$ cat config.mk
export PLATFORM = sky130hd
export DESIGN_NAME = stepper_top
export DESIGN_NICKNAME = d
export VERILOG_FILES = /design/src/stepper_pkg.sv /design/src/command_decoder.sv /design/src/reply_arbiter.sv /design/src/spi_slave.sv /design/src/spi_word_packer.sv /design/src/stepper_axis.sv /design/src/stepper_top.sv
export SDC_FILE = /design/constraint.sdc
export NUM_CORES = 1
export LEC_CHECK = 0
export ABC_CLOCK_PERIOD_IN_PS = 5700
export BUFFER_PORTS_ARGS = -buffer_cell sky130_fd_sc_hd__buf_2
export CAP_MARGIN = 20
export CORE_MARGIN = 4
export CORE_UTILIZATION = 50
export DETAILED_ROUTE_END_ITERATION = 10
export PLACE_DENSITY = 0.71
export SLEW_MARGIN = 20
export SYNTH_ARGS = -nofsm -noshare
export SYNTH_HDL_FRONTEND = slang
export SYNTH_SLANG_ARGS = --single-unit
$ cat constraint.sdc
create_clock -name word_received -period 5.7 [get_ports word_received]
set_clock_uncertainty 0.05 [all_clocks]
set_input_delay 1.14 -clock word_received [delete_from_list [all_inputs] [get_ports word_received]]
set_output_delay 1.14 -clock word_received [all_outputs]
set_load 0.01 [all_outputs]
$ cat src/stepper_pkg.sv
package stepper_pkg;

  typedef logic [31:0] word_t;   // One SPI word
  typedef logic [7:0]  opcode_t; // Top byte of a command word

  localparam opcode_t op_move0  = 8'h01; // Queue a move on axis 0
  localparam opcode_t op_move1  = 8'h02; // Queue a move on axis 1
  localparam opcode_t op_pwm    = 8'h03; // Coil PWM duties
  localparam opcode_t op_status = 8'h04; // Queue occupancy request

  localparam int step_count_w = 24;

  // Top bytes of the words the host reads back
  localparam logic [7:0] reply_done_tag   = 8'hD0;
  localparam logic [7:0] reply_status_tag = 8'h5A;

  // One received word, seen either as a move or as a configuration.
  // The opcode sits on the same bits in both views.
  typedef union packed {
    struct packed {
      opcode_t                 opcode;
      logic [step_count_w-1:0] steps;
    } move;
    struct packed {
      opcode_t    opcode;
      logic [7:0] duty_a;
      logic [7:0] duty_b;
      logic [7:0] rsvd;   // Ignored
    } cfg;
  } command_word_u;

endpackage

$ cat src/command_decoder.sv
`timescale 1ns/1ps

module command_decoder import stepper_pkg::*; #(
  parameter int MOVE_DEPTH = 4
) (
  input  logic                    word_received,
  input  logic                    rst_n,
  input  logic                    word_valid,
  input  word_t                   word_data,
  output logic                    move_push0,
  output logic                    move_push1,
  output logic [step_count_w-1:0] move_steps,
  input  logic                    credit_return0,
  input  logic                    credit_return1,
  input  logic [7:0]              queue_level0,
  input  logic [7:0]              queue_level1,
  output logic [7:0]              pwm_duty_a,
  output logic [7:0]              pwm_duty_b,
  output logic                    reply_req,
  input  logic                    reply_grant,
  output word_t                   reply_data
);

  localparam int CW = $clog2(MOVE_DEPTH + 1);

  command_word_u cmd;
  logic [CW-1:0] credit0;
  logic [CW-1:0] credit1;
  logic [7:0]    drop_count;

  logic is_move0;
  logic is_move1;
  logic take0;
  logic take1;
  logic drop;

  assign cmd = word_data;

  assign is_move0 = word_valid && (cmd.move.opcode == op_move0);
  assign is_move1 = word_valid && (cmd.move.opcode == op_move1);

  // A move goes out only against a credit
  assign take0 = is_move0 && (credit0 != '0);
  assign take1 = is_move1 && (credit1 != '0);
  assign drop  = (is_move0 && credit0 == '0) || (is_move1 && credit1 == '0);

  always_ff @(posedge word_received or negedge rst_n) begin
    if (!rst_n) begin
      move_push0 <= 1'b0;
      move_push1 <= 1'b0;
      credit0    <= CW'(MOVE_DEPTH);
      credit1    <= CW'(MOVE_DEPTH);
      drop_count <= 8'd0;
      pwm_duty_a <= 8'd0;
      pwm_duty_b <= 8'd0;
      reply_req  <= 1'b0;
    end else begin
      move_push0 <= take0;
      move_push1 <= take1;
      credit0    <= credit0 + CW'(credit_return0) - CW'(take0);
      credit1    <= credit1 + CW'(credit_return1) - CW'(take1);

      if (drop)
        drop_count <= drop_count + 8'd1;

      if (word_valid && cmd.cfg.opcode == op_pwm) begin
        pwm_duty_a <= cmd.cfg.duty_a;
        pwm_duty_b <= cmd.cfg.duty_b;
      end

      // Every word answers, a new word simply refreshes a pending reply
      if (word_valid)
        reply_req <= 1'b1;
      else if (reply_grant)
        reply_req <= 1'b0;
    end
  end

  always_ff @(posedge word_received) begin
    if (take0 || take1)
      move_steps <= cmd.move.steps;
    if (word_valid) begin
      if (cmd.move.opcode == op_status)
        reply_data <= {reply_status_tag, drop_count, queue_level1, queue_level0};
      else
        reply_data <= word_data; // Echo
    end
  end

endmodule

$ cat src/reply_arbiter.sv
`timescale 1ns/1ps

module reply_arbiter import stepper_pkg::*; (
  input  logic       word_received,
  input  logic       rst_n,
  input  logic [2:0] req,
  input  word_t      req_data0,
  input  word_t      req_data1,
  input  word_t      req_data2,
  output logic [2:0] grant,
  output word_t      reply_word
);

  logic [1:0] last;     // Index of the last winner
  logic [2:0] elig;
  logic [2:0] pick;
  logic [1:0] pick_idx;

  always_comb begin
    int idx;
    // A requester sees its grant one clock late, so mask it meanwhile
    elig     = req & ~grant;
    pick     = 3'b000;
    pick_idx = last;
    for (int i = 1; i <= 3; i++) begin
      idx = (int'(last) + i) % 3;
      if (pick == 3'b000 && elig[idx]) begin
        pick[idx] = 1'b1;
        pick_idx  = 2'(idx);
      end
    end
  end

  always_ff @(posedge word_received or negedge rst_n) begin
    if (!rst_n) begin
      last       <= 2'd2; // Requester 0 goes first
      grant      <= 3'b000;
      reply_word <= '0;
    end else begin
      grant <= pick;
      if (pick != 3'b000)
        last <= pick_idx;

      // Load the word of whoever holds the grant now
      if (grant[0])      reply_word <= req_data0;
      else if (grant[1]) reply_word <= req_data1;
      else if (grant[2]) reply_word <= req_data2;
    end
  end

endmodule

$ cat src/spi_slave.sv
`timescale 1ns/1ps

module spi_slave (
  input  logic       word_received,
  input  logic       rst_n,
  input  logic       sck,
  input  logic       ssel,
  input  logic       mosi,
  output logic       miso,
  input  logic [7:0] tx_byte,
  output logic       byte_valid,
  output logic [7:0] byte_data
);

  logic [2:0] sck_s;  // Two sync stages plus one for edge detect
  logic [1:0] mosi_s;
  logic [2:0] ssel_s; // One stage behind the packer's copy
  logic [2:0] bit_cnt;
  logic [7:0] rx_sh;
  logic [7:0] tx_sh;

  logic sck_rise;
  logic sck_fall;
  logic active;

  assign sck_rise = sck_s[1] & ~sck_s[2];
  assign sck_fall = ~sck_s[1] & sck_s[2];
  assign active   = ~ssel_s[2];

  assign miso      = tx_sh[7]; // MSB first
  assign byte_data = rx_sh;

  always_ff @(posedge word_received or negedge rst_n) begin
    if (!rst_n) begin
      sck_s      <= 3'b000;
      mosi_s     <= 2'b00;
      ssel_s     <= 3'b111;
      bit_cnt    <= 3'd0;
      rx_sh      <= 8'h00;
      tx_sh      <= 8'h00;
      byte_valid <= 1'b0;
    end else begin
      sck_s      <= {sck_s[1:0], sck};
      mosi_s     <= {mosi_s[0], mosi};
      ssel_s     <= {ssel_s[1:0], ssel};
      byte_valid <= 1'b0;

      if (!active) begin
        // Deselected, so framing restarts and the first reply byte waits in place
        bit_cnt <= 3'd0;
        tx_sh   <= tx_byte;
      end else begin
        if (sck_rise) begin
          rx_sh   <= {rx_sh[6:0], mosi_s[1]};
          bit_cnt <= bit_cnt + 3'd1;
          if (bit_cnt == 3'd7)
            byte_valid <= 1'b1;
        end

        // Fall after a byte's last bit brings in the next reply byte
        if (sck_fall) begin
          if (bit_cnt == 3'd0)
            tx_sh <= tx_byte;
          else
            tx_sh <= {tx_sh[6:0], 1'b0};
        end
      end
    end
  end

endmodule

$ cat src/spi_word_packer.sv
`timescale 1ns/1ps

module spi_word_packer import stepper_pkg::*; (
  input  logic       word_received,
  input  logic       rst_n,
  input  logic       ssel,
  input  logic       byte_valid,
  input  logic [7:0] byte_data,
  output logic [7:0] tx_byte,
  input  word_t      reply_word,
  output logic       word_valid,
  output word_t      word_data
);

  logic [1:0]  ssel_q;
  logic [1:0]  byte_cnt;
  logic [23:0] acc;      // Bytes 0..2 of the word in progress
  word_t       snap;     // Reply frozen for the whole word

  logic idle;

  assign idle = ssel_q[1];

  // Lowest byte goes out first
  assign tx_byte = snap[{byte_cnt, 3'b000} +: 8];

  always_ff @(posedge word_received or negedge rst_n) begin
    if (!rst_n) begin
      ssel_q     <= 2'b11;
      byte_cnt   <= 2'd0;
      word_valid <= 1'b0;
      snap       <= '0;
    end else begin
      ssel_q     <= {ssel_q[0], ssel};
      word_valid <= 1'b0;

      if (idle) begin
        byte_cnt <= 2'd0; // Partial word is thrown away
        snap     <= reply_word;
      end else if (byte_valid) begin
        byte_cnt <= byte_cnt + 2'd1;
        if (byte_cnt == 2'd3) begin
          word_valid <= 1'b1;
          snap       <= reply_word; // Next word inside the same frame
        end
      end
    end
  end

  always_ff @(posedge word_received) begin
    if (!idle && byte_valid) begin
      if (byte_cnt == 2'd3)
        word_data <= {byte_data, acc};
      else
        acc[{byte_cnt, 3'b000} +: 8] <= byte_data;
    end
  end

endmodule

$ cat src/stepper_axis.sv
`timescale 1ns/1ps

module stepper_axis import stepper_pkg::*; #(
  parameter int MOVE_DEPTH = 4,
  parameter int STEP_DIV   = 8,
  parameter int AXIS_ID    = 0
) (
  input  logic                    word_received,
  input  logic                    rst_n,
  input  logic                    move_push,
  input  logic [step_count_w-1:0] move_steps,
  output logic                    credit_return,
  output logic [7:0]              queue_level,
  input  logic [7:0]              pwm_duty_a,
  input  logic [7:0]              pwm_duty_b,
  output logic                    phase_a1,
  output logic                    phase_a2,
  output logic                    phase_b1,
  output logic                    phase_b2,
  output logic                    pwm_a,
  output logic                    pwm_b,
  output logic                    done_req,
  input  logic                    done_grant,
  output word_t                   done_data
);

  localparam int PW = (MOVE_DEPTH > 1) ? $clog2(MOVE_DEPTH) : 1;
  localparam int CW = $clog2(MOVE_DEPTH + 1);
  localparam int DW = (STEP_DIV > 1) ? $clog2(STEP_DIV) : 1;

  localparam logic [1:0] st_idle = 2'd0;
  localparam logic [1:0] st_run  = 2'd1;
  localparam logic [1:0] st_done = 2'd2; // Waiting for the done grant

  logic [step_count_w-1:0] mem [MOVE_DEPTH];
  logic [PW-1:0]           wr_ptr;
  logic [PW-1:0]           rd_ptr;
  logic [CW-1:0]           count;

  logic [1:0]              state;
  logic [DW-1:0]           div_cnt;
  logic [step_count_w-1:0] steps_left;
  logic [15:0]             move_tag;   // Low bits of the running move for the report
  logic [1:0]              phase;      // 0 A+, 1 B+, 2 A-, 3 B-
  logic                    energized;
  logic [7:0]              pwm_cnt;

  logic push;
  logic pop;
  logic tick;

  assign push = move_push && (count != CW'(MOVE_DEPTH));
  assign pop  = (state == st_idle) && (count != '0);
  assign tick = (div_cnt == DW'(STEP_DIV - 1));

  assign queue_level = 8'(count);
  assign done_data   = {reply_done_tag, 8'(AXIS_ID), move_tag};

  // Wave drive, one coil direction at a time
  assign phase_a1 = energized && (phase == 2'd0);
  assign phase_b1 = energized && (phase == 2'd1);
  assign phase_a2 = energized && (phase == 2'd2);
  assign phase_b2 = energized && (phase == 2'd3);

  always_ff @(posedge word_received) begin
    if (push)
      mem[wr_ptr] <= move_steps;
  end

  always_ff @(posedge word_received or negedge rst_n) begin
    if (!rst_n) begin
      wr_ptr        <= '0;
      rd_ptr        <= '0;
      count         <= '0;
      state         <= st_idle;
      div_cnt       <= '0;
      steps_left    <= '0;
      move_tag      <= 16'd0;
      phase         <= 2'd3;     // First step lands on A+
      energized     <= 1'b0;
      pwm_cnt       <= 8'd0;
      pwm_a         <= 1'b0;
      pwm_b         <= 1'b0;
      credit_return <= 1'b0;
      done_req      <= 1'b0;
    end else begin
      pwm_cnt       <= pwm_cnt + 8'd1;
      pwm_a         <= (state == st_run) && (pwm_cnt < pwm_duty_a);
      pwm_b         <= (state == st_run) && (pwm_cnt < pwm_duty_b);
      credit_return <= pop;
      count         <= count + CW'(push) - CW'(pop);

      if (push)
        wr_ptr <= (wr_ptr == PW'(MOVE_DEPTH - 1)) ? '0 : wr_ptr + 1'b1;

      case (state)
        st_idle: if (pop) begin
          rd_ptr     <= (rd_ptr == PW'(MOVE_DEPTH - 1)) ? '0 : rd_ptr + 1'b1;
          steps_left <= mem[rd_ptr];
          move_tag   <= mem[rd_ptr][15:0];
          div_cnt    <= '0;
          if (mem[rd_ptr] == '0) begin
            state    <= st_done; // Nothing to step
            done_req <= 1'b1;
          end else begin
            state <= st_run;
          end
        end
        st_run: begin
          div_cnt <= tick ? '0 : div_cnt + 1'b1;
          if (tick) begin
            energized  <= 1'b1;
            phase      <= phase + 2'd1;
            steps_left <= steps_left - step_count_w'(1);
            if (steps_left == step_count_w'(1)) begin
              state    <= st_done;
              done_req <= 1'b1;
            end
          end
        end
        st_done: if (done_grant) begin
          done_req <= 1'b0;
          state    <= st_idle;
        end
        default: state <= st_idle;
      endcase
    end
  end

endmodule

$ cat src/stepper_top.sv
`timescale 1ns/1ps

module stepper_top import stepper_pkg::*; #(
  parameter int MOVE_DEPTH = 4,
  parameter int STEP_DIV   = 8
) (
  input  logic word_received,
  input  logic rst_n,
  input  logic sck,
  input  logic ssel,
  input  logic mosi,
  output logic miso,
  output logic axis0_phase_a1,
  output logic axis0_phase_a2,
  output logic axis0_phase_b1,
  output logic axis0_phase_b2,
  output logic axis0_pwm_a,
  output logic axis0_pwm_b,
  output logic axis1_phase_a1,
  output logic axis1_phase_a2,
  output logic axis1_phase_b1,
  output logic axis1_phase_b2,
  output logic axis1_pwm_a,
  output logic axis1_pwm_b
);

  logic [7:0] tx_byte;
  logic       byte_valid;
  logic [7:0] byte_data;
  logic       word_valid;
  word_t      word_data;
  word_t      reply_word;

  logic                    move_push0;
  logic                    move_push1;
  logic [step_count_w-1:0] move_steps;
  logic                    credit_return0;
  logic                    credit_return1;
  logic [7:0]              queue_level0;
  logic [7:0]              queue_level1;
  logic [7:0]              pwm_duty_a;
  logic [7:0]              pwm_duty_b;

  logic [2:0] req;   // 0 decoder, 1 axis 0, 2 axis 1
  logic [2:0] grant;
  word_t      req_data0;
  word_t      req_data1;
  word_t      req_data2;

  spi_slave i_spi_slave (
    .word_received (word_received),
    .rst_n         (rst_n),
    .sck           (sck),
    .ssel          (ssel),
    .mosi          (mosi),
    .miso          (miso),
    .tx_byte       (tx_byte),
    .byte_valid    (byte_valid),
    .byte_data     (byte_data)
  );

  spi_word_packer i_spi_word_packer (
    .word_received (word_received),
    .rst_n         (rst_n),
    .ssel          (ssel),
    .byte_valid    (byte_valid),
    .byte_data     (byte_data),
    .tx_byte       (tx_byte),
    .reply_word    (reply_word),
    .word_valid    (word_valid),
    .word_data     (word_data)
  );

  command_decoder #(
    .MOVE_DEPTH (MOVE_DEPTH)
  ) i_command_decoder (
    .word_received  (word_received),
    .rst_n          (rst_n),
    .word_valid     (word_valid),
    .word_data      (word_data),
    .move_push0     (move_push0),
    .move_push1     (move_push1),
    .move_steps     (move_steps),
    .credit_return0 (credit_return0),
    .credit_return1 (credit_return1),
    .queue_level0   (queue_level0),
    .queue_level1   (queue_level1),
    .pwm_duty_a     (pwm_duty_a),
    .pwm_duty_b     (pwm_duty_b),
    .reply_req      (req[0]),
    .reply_grant    (grant[0]),
    .reply_data     (req_data0)
  );

  stepper_axis #(
    .MOVE_DEPTH (MOVE_DEPTH),
    .STEP_DIV   (STEP_DIV),
    .AXIS_ID    (0)
  ) i_axis0 (
    .word_received (word_received),
    .rst_n         (rst_n),
    .move_push     (move_push0),
    .move_steps    (move_steps),
    .credit_return (credit_return0),
    .queue_level   (queue_level0),
    .pwm_duty_a    (pwm_duty_a),
    .pwm_duty_b    (pwm_duty_b),
    .phase_a1      (axis0_phase_a1),
    .phase_a2      (axis0_phase_a2),
    .phase_b1      (axis0_phase_b1),
    .phase_b2      (axis0_phase_b2),
    .pwm_a         (axis0_pwm_a),
    .pwm_b         (axis0_pwm_b),
    .done_req      (req[1]),
    .done_grant    (grant[1]),
    .done_data     (req_data1)
  );

  stepper_axis #(
    .MOVE_DEPTH (MOVE_DEPTH),
    .STEP_DIV   (STEP_DIV),
    .AXIS_ID    (1)
  ) i_axis1 (
    .word_received (word_received),
    .rst_n         (rst_n),
    .move_push     (move_push1),
    .move_steps    (move_steps),
    .credit_return (credit_return1),
    .queue_level   (queue_level1),
    .pwm_duty_a    (pwm_duty_a),
    .pwm_duty_b    (pwm_duty_b),
    .phase_a1      (axis1_phase_a1),
    .phase_a2      (axis1_phase_a2),
    .phase_b1      (axis1_phase_b1),
    .phase_b2      (axis1_phase_b2),
    .pwm_a         (axis1_pwm_a),
    .pwm_b         (axis1_pwm_b),
    .done_req      (req[2]),
    .done_grant    (grant[2]),
    .done_data     (req_data2)
  );

  reply_arbiter i_reply_arbiter (
    .word_received (word_received),
    .rst_n         (rst_n),
    .req           (req),
    .req_data0     (req_data0),
    .req_data1     (req_data1),
    .req_data2     (req_data2),
    .grant         (grant),
    .reply_word    (reply_word)
  );

endmodule

# ---- Word level (Yosys, flattened, before mapping)
# Memory sizes are Yosys's and may differ from the RTL's.
# Cells that the tools add are included.
dict set report totals {
  reg_bits 381
  ramBits 192
  in_bits 5
  output_inout_bits 13
  word_cells 310
  memories 2
}
dict set report classes {
  n_addsub 27
  n_div 3
  order_cmp 10
  n_eq_ne 36
  shifts 3
  n_mux 88
  n_bitwise 10
  n_reduce_logical 76
}
# memory words width rd rd_ports_with_merged_regs wr line
set memory_table {}
lappend memory_table {i_axis0.mem 4 24 1 0 1 stepper_axis.sv:35} ;# logic [step_count_w-1:0] mem [MOVE_DEPTH];
lappend memory_table {i_axis1.mem 4 24 1 0 1 stepper_axis.sv:35}
# operator count
set ops {}
lappend ops {{32-bit two-way mux} 6}
lappend ops {{24-bit two-way mux} 5}
lappend ops {{32-bit by 1-bit >= comparator with 1-bit output (second input constant)} 3}
lappend ops {{32-bit by 4-bit less-than comparator with 1-bit output (second input constant)} 3}
lappend ops {{32-bit by 3-bit modulo with 32-bit output (second input constant)} 3}
lappend ops {{24-bit case mux with 2 select lines} 2}
lappend ops {{24-bit by 1-bit equality test with 1-bit output (second input constant)} 2}
lappend ops {{24-bit zero test} 2}
lappend ops {{24-bit by 1-bit subtractor with 24-bit output (second input constant)} 2}
lappend ops {{2-bit two-way mux} 19}
lappend ops {{8-bit less-than comparator} 4}
lappend ops {{32-bit by 6-bit variable part select with 8-bit output} 1}
lappend ops {{1-bit two-way mux} 31}
lappend ops {{1-bit logical AND} 29}
lappend ops {{3-bit two-way mux} 9}
lappend ops {{3-bit nonzero test} 9}
lappend ops {{8-bit by 1-bit adder with 8-bit output (second input constant)} 3}
lappend ops {{24-bit bitwise mux} 1}
lappend ops {{8-bit two-way mux} 3}
lappend ops {{8-bit by 7-bit variable shift with 24-bit output (first input constant)} 1}
lappend ops {{8-bit by 7-bit variable part select with 24-bit output} 1}
lappend ops {{2-bit equality test (second input constant)} 11}
lappend ops {{2-bit AND reduction} 11}
lappend ops {{8-bit by 2-bit equality test with 1-bit output (second input constant)} 2}
lappend ops {{32 further kinds} 90}

# ---- Logic depth before layout (Yosys ltp)
# Gate-level depths: netlist of run 1.
dict set report logic_depth {
  ltp_word 15
  depth_mapped 12
  depth_no_buf 11
}

# ---- Modules after synthesis
# Synthesis of run 1 repeated with hierarchy kept, for this count alone.
dict set report hier_totals {
  hier_cells 1881
  hier_area_um2 25560.8
}
# module n_inst cells_each area_per_inst_um2 seq_area_each_um2
set by_module_without_submodules {}
lappend by_module_without_submodules {{stepper_axis at i_axis1} 1 565 7447.1 4561.9}
lappend by_module_without_submodules {{stepper_axis at i_axis0} 1 565 7422.1 4561.9}
lappend by_module_without_submodules {spi_word_packer 1 188 3694.8 2610.0}
lappend by_module_without_submodules {command_decoder 1 200 3465.8 2509.9}
lappend by_module_without_submodules {reply_arbiter 1 274 2323.5 927.1}
lappend by_module_without_submodules {spi_slave 1 89 1207.4 704.4}

# ---- Worst setup path before layout of run 1
# OpenSTA, ideal clock, no wires.
dict set report synth_timing {
  path_type {register to register}
  from {register i_spi_word_packer.word_valid}
  to {register i_command_decoder.credit1[2]}
  setup_time_ps 75
  arrival_time_ps 2810
  required_ps 5575
  setup_slack_ps 2764
  path_stages_with_launch 11
  n_path_buf 0
  synth_period_minus_slack_ps 2936
  cell_sequence {dfrtp_1 nor4b_1 nand2_1 nor3_1 ha_1 inv_1 ha_1 inv_1 fa_1 xnor2_1 xnor2_1}
}
dict set report synth_between {
  elab_chain_cells 3
}
# item line
set synth_lines {}
lappend synth_lines {{start: declaration} spi_word_packer.sv:11} ;# output logic word_valid,
lappend synth_lines {{start signal: assignment} spi_word_packer.sv:31} ;# word_valid <= 1'b0;
lappend synth_lines {{start signal: assignment} spi_word_packer.sv:35} ;# word_valid <= 1'b0;
lappend synth_lines {{start signal: assignment} spi_word_packer.sv:43} ;# word_valid <= 1'b1;
lappend synth_lines {{1-bit logical AND} command_decoder.sv:40} ;# assign is_move1 = word_valid && (cmd.move.opcode == op_move1);
lappend synth_lines {{1-bit logical AND} command_decoder.sv:44} ;# assign take1 = is_move1 && (credit1 != '0);
lappend synth_lines {{via i_command_decoder.take1} command_decoder.sv:34} ;# logic take1;
lappend synth_lines {{3-bit by 1-bit subtractor with 3-bit output} command_decoder.sv:61} ;# credit1 <= credit1 + CW'(credit_return1) - CW'(take1);
lappend synth_lines {{end signal: assignment} command_decoder.sv:52} ;# credit1 <= CW'(MOVE_DEPTH);
lappend synth_lines {{end signal: assignment} command_decoder.sv:61}
lappend synth_lines {{end: declaration} command_decoder.sv:28} ;# logic [CW-1:0] credit1;
# The timed path passes the listed nets, and every way through them passes these cells.
# A chain may end at the register's enable or synchronous reset.

# ---- Worst setup path in the final report of run 1
dict set report layout_timing {
  from {register i_axis0.state[1]}
  to {register i_axis0.steps_left[3]}
}
dict set report layout_between {
  elab_chain_cells 4
  word_cells_on_any_way 8
  cone_classes {eq/ne: 3; mux: 1; reduce/logical: 4}
}
# item line
set layout_lines {}
lappend layout_lines {{start: declaration} stepper_axis.sv:40} ;# logic [1:0] state;
lappend layout_lines {{start signal: assignment} stepper_axis.sv:75} ;# state <= st_idle;
lappend layout_lines {{start signal: assignment} stepper_axis.sv:103} ;# state <= st_done;
lappend layout_lines {{start signal: assignment} stepper_axis.sv:106} ;# state <= st_run;
lappend layout_lines {{2-bit zero test} {stepper_axis.sv:53, stepper_axis.sv:96}}
lappend layout_lines {{1-bit logical AND} stepper_axis.sv:53} ;# assign pop = (state == st_idle) && (count != '0);
lappend layout_lines {{2-bit by 1-bit inequality test with 1-bit output (no source line)} -}
lappend layout_lines {{3-bit AND reduction (no source line)} -}
lappend layout_lines {{end signal: assignment} stepper_axis.sv:99} ;# steps_left <= mem[rd_ptr];
lappend layout_lines {{end signal: assignment} stepper_axis.sv:114} ;# steps_left <= steps_left - step_count_w'(1);
lappend layout_lines {{end: declaration} stepper_axis.sv:42} ;# logic [step_count_w-1:0] steps_left;
# Several ways; a longest one is shown, not always the timed one.

==> results of run 1 <==
==> report_power, final <==
group          leakage (uW)  switching (uW)  total (uW)  internal [uW]
registers           0.00665            48.5        4410           4360
logic               0.00351            60.6         101           40.4
clock network      0.000942            1600        3810           2210
total                0.0111            1710        8320           6610
==> cells in the mapped netlist, types with 3 or more instances <==
cell	instances
sky130_fd_sc_hd__a21o_1	15
sky130_fd_sc_hd__a21oi_1	76
sky130_fd_sc_hd__a22o_1	15
sky130_fd_sc_hd__a31oi_1	5
sky130_fd_sc_hd__and2_1	44
sky130_fd_sc_hd__and3_1	5
sky130_fd_sc_hd__and4_1	3
sky130_fd_sc_hd__buf_1	5
sky130_fd_sc_hd__buf_2	6
sky130_fd_sc_hd__clkbuf_1	53
sky130_fd_sc_hd__dfrtp_1	257
sky130_fd_sc_hd__dfstp_2	10
sky130_fd_sc_hd__edfxtp_1	304
sky130_fd_sc_hd__fa_1	4
sky130_fd_sc_hd__ha_1	83
sky130_fd_sc_hd__inv_1	71
sky130_fd_sc_hd__mux2_2	109
sky130_fd_sc_hd__mux2i_1	47
sky130_fd_sc_hd__mux4_2	56
sky130_fd_sc_hd__nand2_1	79
sky130_fd_sc_hd__nand2b_1	16
sky130_fd_sc_hd__nand3_1	37
sky130_fd_sc_hd__nand3b_1	4
sky130_fd_sc_hd__nand4_1	6
sky130_fd_sc_hd__nor2_1	68
sky130_fd_sc_hd__nor2b_1	13
sky130_fd_sc_hd__nor3_1	22
sky130_fd_sc_hd__nor3_2	3
sky130_fd_sc_hd__nor3b_1	8
sky130_fd_sc_hd__nor4_1	22
sky130_fd_sc_hd__o21ai_0	67
sky130_fd_sc_hd__o22ai_1	45
sky130_fd_sc_hd__o311ai_0	4
sky130_fd_sc_hd__o31ai_1	3
sky130_fd_sc_hd__or2_2	8
sky130_fd_sc_hd__or3_1	7
sky130_fd_sc_hd__or4_1	7
sky130_fd_sc_hd__or4_4	5
sky130_fd_sc_hd__xnor2_1	25
sky130_fd_sc_hd__xor2_1	6
==> worst register-to-register path, stage by stage, from the launching register on <==
cell	delay (ps)
sky130_fd_sc_hd__dfrtp_1	380
sky130_fd_sc_hd__inv_1	100
sky130_fd_sc_hd__ha_1	860
sky130_fd_sc_hd__inv_1	500
sky130_fd_sc_hd__nor2_1	480
sky130_fd_sc_hd__nor3_2	60
sky130_fd_sc_hd__buf_4	290
sky130_fd_sc_hd__nand2_1	650
sky130_fd_sc_hd__o22ai_1	200
sky130_fd_sc_hd__a21oi_1	170
==> sequential cells by signal (all words and copies together) (netlist names), 8 cells and up <==
register / count
i_axis1.move_tag: 16
i_spi_word_packer.acc: 24
i_reply_arbiter.reply_word: 32
i_spi_slave.byte_data: 8
i_command_decoder.pwm_duty_a: 8
i_axis1.pwm_cnt: 8
i_axis0.mem: 96
i_spi_word_packer.word_data: 32
i_axis0.move_tag: 16
i_command_decoder.drop_count: 8
i_axis0.steps_left: 24
i_axis0.pwm_cnt: 8
i_spi_word_packer.snap: 32
i_command_decoder.reply_data: 32
i_command_decoder.pwm_duty_b: 8
i_command_decoder.move_steps: 24
i_axis1.mem: 96
i_axis1.steps_left: 24
i_spi_slave.tx_sh: 8
==> metal layers <==
| metal | part of all wire [%] | track usage (%) | routed length, um | vias to the layer above |
|---|---|---|---|---|
| met5 | 0 | 0 | 0 | - |
| met3 | 5.9 | 3.767 | 2946 | 66 |
| met2 | 48 | 31.43 | 24160 | 365 |
| li1 | - | - | - | 6241 |
| met4 | 2.2 | 5.128 | 1095 | 0 |
| met1 | 44 | 26.95 | 21740 | 6925 |
==> logic make-up (layout without fill, tap and decap cells) <==
group | count (synthesis) | count (layout) | synth area share [%]
compound gates | 249 | 249 | 6.202
xor+xnor | 31 | 31 | 1.122
fa+ha+maj | 87 | 87 | 4.620
buf+inv | 137 | 218 | 2.212
flops | 571 | 571 | 65.36
mux | 212 | 212 | 12.22
simple gates | 370 | 370 | 8.264
==> worst min path at each step <==
stage | startpoint | end | slack (ps) | depth (start not counted)
after floorplan | i_spi_slave.mosi_s[0]$_DFF_PN0_ | i_spi_slave.mosi_s[1]$_DFF_PN0_ | 280 | 0
after global placement | i_spi_slave.sck_s[0]$_DFF_PN0_ | i_spi_slave.sck_s[1]$_DFF_PN0_ | 280 | 0
after detailed placement | i_spi_slave.sck_s[0]$_DFF_PN0_ | i_spi_slave.sck_s[1]$_DFF_PN0_ | 290 | 0
after CTS | i_spi_slave.sck_s[0]$_DFF_PN0_ | i_spi_slave.sck_s[1]$_DFF_PN0_ | 300 | 0
after global routing | i_spi_word_packer.ssel_q[0]$_DFF_PN1_ | i_spi_slave.ssel_s[1]$_DFF_PN1_ | 310 | 0
final | i_spi_slave.sck_s[0]$_DFF_PN0_ | i_spi_slave.sck_s[1]$_DFF_PN0_ | 300 | 0
==> final cells by class <==
type,instances,area [um2]
clock buffer,69,1501
clock inverter,39,429.2
fill,3754,20880
inverter,71,266.5
multi-input combinational,949,7883
sequential,571,15820
tap,615,769.5
timing repair buffer,39,292.8
==> per-stage QoR <==
stage / area (um2) / total power [uW]
after global routing: 26970 / 8630
after CTS: 26930 / 8412
after detailed placement: 25000 / 4599
after global placement: 25000 / 4593
final: 26970 / 8323
after floorplan: 24210 / 4517
==> cell usage in the layout, fill, tap and decap left out, types with 44 or more instances in the layout <==
cell | netlist | routed
sky130_fd_sc_hd__edfxtp_1 | 304 | 304
sky130_fd_sc_hd__inv_1 | 71 | 71
sky130_fd_sc_hd__o22ai_1 | 45 | 45
sky130_fd_sc_hd__and2_1 | 44 | 44
sky130_fd_sc_hd__mux4_2 | 56 | 56
sky130_fd_sc_hd__a21oi_1 | 76 | 74
sky130_fd_sc_hd__nor2_1 | 68 | 68
sky130_fd_sc_hd__ha_1 | 83 | 82
sky130_fd_sc_hd__o21ai_0 | 67 | 67
sky130_fd_sc_hd__mux2i_1 | 47 | 47
sky130_fd_sc_hd__nand2_1 | 79 | 79
sky130_fd_sc_hd__dfrtp_1 | 257 | 256
sky130_fd_sc_hd__mux2_2 | 109 | 109
sky130_fd_sc_hd__clkbuf_16 | 0 | 57
==> flow_metrics.py, run 1 <==
metrics = {
    "status": {
        "outcome": "complete, no violations",
    },
    "sta": {
        "maxClockFrequency_mhz": 262.8,
        "worst-slew-pin-transition_ps": 1043,
        "period_needed_ps": 3805,
        "slew_viol_final": 0,
        "fin_crit_sh_pct": 66.75,
        "setup-violations-final": 0,
        "grt_setup_unrepaired": "false",
        "setup_tns_ps": 0,
        "final.setup.worst_slack_ps": 1895,
        "holdWs_ps": 296.9,
        "report.final.hold_viol_count": 0,
        "timing.slew.headroom_pct": 30.50,
    },
    "synth": {
        "synthFlopType": "sky130_fd_sc_hd__edfxtp_1",
        "synth-edff-count": 304,
        "async_reset_ff_share_pct": 46.76,
        "synth_cell_types": 64,
        "synth.largest_area_cell": "sky130_fd_sc_hd__edfxtp_1",
        "synth-seq-cells": 571,
        "synthesis.area_per_instance_um2": 14.61,
        "ys_warn_count": 0,
        "synth_fp_nets": 1749,
        "synth-seq-area-share_pct": 65.36,
        "syn_std_cell_area_mm2": 0.02421,
        "post_synth_inst_count": 1657,
        "yosysTopAreaCellShare_pct": 37.71,
        "post_synth_main_area_contributors": "sky130_fd_sc_hd__edfxtp_1, sky130_fd_sc_hd__dfrtp_1, sky130_fd_sc_hd__mux4_2, sky130_fd_sc_hd__mux2_2, sky130_fd_sc_hd__ha_1",
    },
    "clocking": {
        "bufs_on_longest_clock_path": 3,
        "cts_tree": "yes",
        "worst_setup_hold_path_clk_slew_ps": 60,
        "post_cts_resized": 0,
        "ctsHoldBuffers": 0,
        "clock_latency_ps": 620,
        "postCtsSetupRepairBufs": 0,
        "cts_root_buf": "sky130_fd_sc_hd__clkbuf_16",
        "cts-buffers-inserted": 57,
        "clock_sink_count": 571,
        "htree_num_levels": 2,
    },
    "floorplanning": {
        "ios": 18,
        "floorplan.initialDensity_pct": 50.60,
        "chipWidth_um": 228.0,
        "die_height_um": 228.0,
        "fp.dieArea_mm2": 0.05200,
        "core.rowCount": 80,
        "placeableCoreArea_mm2": 0.04785,
    },
    "setup_path": {
        "timing.critical_path.from": "i_axis0.state[1]$_DFFE_PN0P_",
        "cp-end-kind": "register",
        "cp.required_ps": 6180,
        "crit_path_class": "reg -> reg",
        "rr_worst_depth": 9,
        "crit_path_start_kind": "register",
        "rr_startpoint": "i_axis0.state[1]$_DFFE_PN0P_",
        "cp_num_buf_inv": 3,
        "worstPathMaxFanout": 49,
        "setup.reg_to_reg.worst_slack_ps": 1900,
        "cp_num_cells": 9,
        "endpoint_of_the_worst_register_to_register_path": "i_axis0.steps_left[3]$_DFFE_PN0P_",
        "crit_path_end": "i_axis0.steps_left[3]$_DFFE_PN0P_",
        "timing.critical_path.slowest_cell_delay_ps": 860,
        "critical_path.slowest_cell": "sky130_fd_sc_hd__ha_1",
        "cells_traversed_along_the_worst_timing_path": "inv_1 -> ha_1 -> inv_1 -> nor2_1 -> nor3_2 -> buf_4 -> nand2_1 -> o22ai_1 -> a21oi_1",
        "path_common_cell": "sky130_fd_sc_hd__inv_1",
        "cp.arrival_ps": 4290,
        "timing.critical_path.max_delay_family": "simple AND/OR/NAND/NOR gates",
    },
    "route": {
        "drt_pass1_iterations": 5,
        "routed-via-count": 13600,
        "viasPerCell": 5.779,
        "drc": 0,
        "route.final.wire_length_um": 49950,
        "final_antenna_net_count": 0,
        "post_drt_wl_per_cell_um": 21.23,
        "drt_iter0_markers": 1242,
    },
    "power": {
        "worst_vdd_ir_mv": 0.2389,
        "power_density_mw_per_mm2": 308.6,
        "p_leak_uw": 0.01110,
    },
    "cells_and_area": {
        "area.growth.synth_to_final_pct": 11.39,
        "share_of_cells_above_drive_strength_1_pct": 19.74,
        "antennaDiodeCount": 0,
        "finish.net_count": 1781,
        "postLayoutCoreUtil_pct": 56.36,
        "final_cells": 2353,
    },
    "grt": {
        "grt.total_usage_pct": 19.29,
        "number_of_global_route_vias_before_repair": 13710,
        "globalRoute.totalOverflow": 0,
        "grt_start_max_net_pins": 111,
        "global_route_wire_length_before_repair_um": 79210,
        "grt_antenna_before_repair": 1,
    },
    "place": {
        "io_buffers": 17,
        "numPlacedInstances": 2244,
        "gp_weighted_congestion": 0.8118,
        "dp.final_hpwl_um": 32800,
        "place_ws_ps": 1568,
    },
    "hold_path": {
        "timing.hold.worst.class": "reg -> reg",
    },
    "flow_run": {
        "drv.max_cap_violation_count": 0,
    },
}
(Power assumes the default switching activity.)
==> run 2, diff against run 1 <==
ABC_CLOCK_PERIOD_IN_PS = 3600   (was 5700)
clock period = 3.6 ns   (was 5.7 ns; I/O delays follow)
==> run 2 against run 1 <==
Against the previous run: worst hold slack got worse by 210 ps; flip-flop and latch count unchanged; final cell count grew 0.64%; sequential share of layout area shrank 0.36 points; largest power group unchanged; register-to-register slack worse by 1400 ps; critical path depth grew 2; via count is 0.95% higher; sequential power up 59%; worst setup slack worse by 1400 ps; combinational power up 67%; wire length increased by 1.4%; non-clock buffer count rose by 17.
==> flow_metrics.py, run 2 (synthesis gave the netlist of run 1 again) <==
metrics = {
    "setup_path": {
        "cp.arrival_ps": 3640,
        "crit_path_class": "reg -> reg",
        "rr_startpoint": "i_spi_word_packer.word_data[29]$_DFFE_PP_",
        "cp-end-kind": "register",
        "timing.critical_path.slowest_cell_delay_ps": 560,
        "critical_path.slowest_cell": "sky130_fd_sc_hd__or4_1",
        "cp.required_ps": 4090,
        "rr_worst_depth": 11,
        "worstPathMaxFanout": 3,
        "crit_path_start_kind": "register",
        "setup.reg_to_reg.worst_slack_ps": 450,
        "cells_traversed_along_the_worst_timing_path": "or4_1 -> nor4b_1 -> nand2_1 -> nor3_1 -> ha_1 -> inv_1 -> ha_1 -> inv_1 -> fa_1 -> xnor2_1 -> xnor2_1",
        "endpoint_of_the_worst_register_to_register_path": "i_command_decoder.credit1[2]$_DFF_PN1_",
    },
    "sta": {
        "worst-slew-pin-transition_ps": 1022,
        "setup-violations-final": 0,
        "slew_viol_final": 0,
        "fin_crit_sh_pct": 87.49,
        "maxClockFrequency_mhz": 317.5,
        "period_needed_ps": 3150,
        "setup_tns_ps": 0,
        "report.final.hold_viol_count": 0,
        "grt_setup_unrepaired": "false",
        "timing.slew.headroom_pct": 31.85,
    },
    "grt": {
        "grt_start_max_net_pins": 95,
        "number_of_global_route_vias_before_repair": 13860,
        "grt_antenna_before_repair": 3,
        "global_route_wire_length_before_repair_um": 80010,
        "grt.total_usage_pct": 19.50,
        "globalRoute.totalOverflow": 0,
    },
    "cells_and_area": {
        "share_of_cells_above_drive_strength_1_pct": 20.31,
        "antennaDiodeCount": 0,
        "finish.net_count": 1797,
        "layout.cells.most_common": "sky130_fd_sc_hd__edfxtp_1",
        "reg_top3": "i_axis0.mem x96, i_axis1.mem x96",
        "mostFrequentLayoutCells": "sky130_fd_sc_hd__edfxtp_1, sky130_fd_sc_hd__dfrtp_1, sky130_fd_sc_hd__mux2_2",
        "fill_cells": 3692,
        "area.growth.synth_to_final_pct": 12.07,
        "postLayoutCoreUtil_pct": 56.71,
    },
    "power": {
        "net_switching_power_uw": 2690,
        "p_leak_uw": 0.01119,
        "cell_internal_power_uw": 10510,
        "seqPwrFrac_pct": 52.9,
        "worst_vdd_ir_mv": 0.3619,
        "clockPowerShare_pct": 45.8,
        "power_density_mw_per_mm2": 486.6,
        "combinationalPowerShare_pct": 1.3,
        "power.switching_fraction_pct": 20.37,
    },
    "clocking": {
        "cts_root_buf": "sky130_fd_sc_hd__clkbuf_16",
        "post_cts_resized": 0,
        "ctsHoldBuffers": 0,
        "clock_sink_count": 571,
        "bufs_on_longest_clock_path": 3,
        "clock_latency_ps": 610,
        "cts_tree": "yes",
        "postCtsSetupRepairBufs": 0,
        "worst_setup_hold_path_clk_slew_ps": 60,
        "cts-buffers-inserted": 56,
        "htree_num_levels": 2,
    },
    "place": {
        "io_buffers": 17,
        "gp_weighted_congestion": 0.8079,
        "dp.final_hpwl_um": 33890,
    },
    "route": {
        "routed-via-count": 13730,
        "drt_pass1_iterations": 5,
        "final_antenna_net_count": 0,
        "post_drt_wl_per_cell_um": 21.38,
        "viasPerCell": 5.796,
        "drc": 0,
        "route.final.wire_length_um": 50630,
        "drt_iter0_markers": 1067,
    },
    "hold_path": {
        "timing.hold.worst.class": "in -> async",
    },
    "floorplanning": {
        "core.rowCount": 80,
        "die_height_um": 228.0,
        "chipWidth_um": 228.0,
        "floorplan.initialDensity_pct": 50.60,
        "fp.dieArea_mm2": 0.05200,
        "ios": 18,
        "placeableCoreArea_mm2": 0.04785,
    },
    "status": {
        "outcome": "complete, no violations",
    },
    "flow_run": {
        "drv.max_cap_violation_count": 0,
    },
}
## run 2: worst max path at each step
stage                                                         start                                endpoint  slack [ps]  depth (start not counted)
after floorplan              i_spi_word_packer.word_valid$_DFF_PN0_  i_command_decoder.credit1[2]$_DFF_PN1_         660                         10
after global placement                 i_axis1.state[1]$_DFFE_PN0P_      i_axis1.steps_left[23]$_DFFE_PN0P_         510                          7
after detailed placement               i_axis1.state[1]$_DFFE_PN0P_      i_axis1.steps_left[23]$_DFFE_PN0P_         350                          7
after CTS                              i_axis1.state[1]$_DFFE_PN0P_      i_axis1.steps_left[23]$_DFFE_PN0P_         380                          7
after global routing      i_spi_word_packer.word_data[29]$_DFFE_PP_  i_command_decoder.credit1[2]$_DFF_PN1_         210                         11
final                     i_spi_word_packer.word_data[29]$_DFFE_PP_  i_command_decoder.credit1[2]$_DFF_PN1_         450                         11
## run 2: stage by stage
stage | total power [uW] | hold WS [ps] | setup slack (ps) | std cells | area [um2]
3_3_place_gp | 7285 | 284.9 | 505.3 | 2261 | 25170
2_1_floorplan | 7152 | 281.2 | 664.3 | 1657 | 24210
4_1_cts | 13330 | 114.8 | 383.3 | 2367 | 27100
3_5_place_dp | 7296 | 284.7 | 353.3 | 2261 | 25170
6_report | 13200 | 83.29 | 450.2 | 2368 | 27130
5_1_grt | 13640 | 136.0 | 214.6 | 2368 | 27130
## run 2: area by class of cell
class	instances	area, um2	share of cell area, %
multi-input cells	949	7876	29.03
well taps	615	769.5	2.836
repair buffers	56	457.9	1.688
clock inverters	38	411.6	1.517
inverters	71	266.5	0.9822
flip-flops and latches	571	15820	58.32
clock buffers	68	1528	5.631
## run 2: routing by layer
| metal | part of all wire (%) | track usage [%] |
|---|---|---|
| met3 | 5.4 | 3.593 |
| met1 | 43 | 27.00 |
| met4 | 2.7 | 6.008 |
| met2 | 49 | 31.77 |
| met5 | 0.014 | 0 |
## run 2: worst max-delay path, delay by kind of cell, from the launching register on
kind          cells  cell delay [ps]
xor+xnor          2              330
fa+ha+maj         3              830
buf+inv           2              110
flops             1              380
simple gates      4             1370
## run 2: power groups by stage
| stage | combinational (uW) | clock, uW | sequential [uW] |
|---|---|---|---|
| final | 169 | 6050 | 6990 |
| after global routing | 195 | 6460 | 6990 |
| after CTS | 177 | 6160 | 6990 |
| after detailed placement | 176 | 0 | 7120 |
| after global placement | 170 | 0 | 7110 |
| after floorplan | 84.4 | 0 | 7070 |
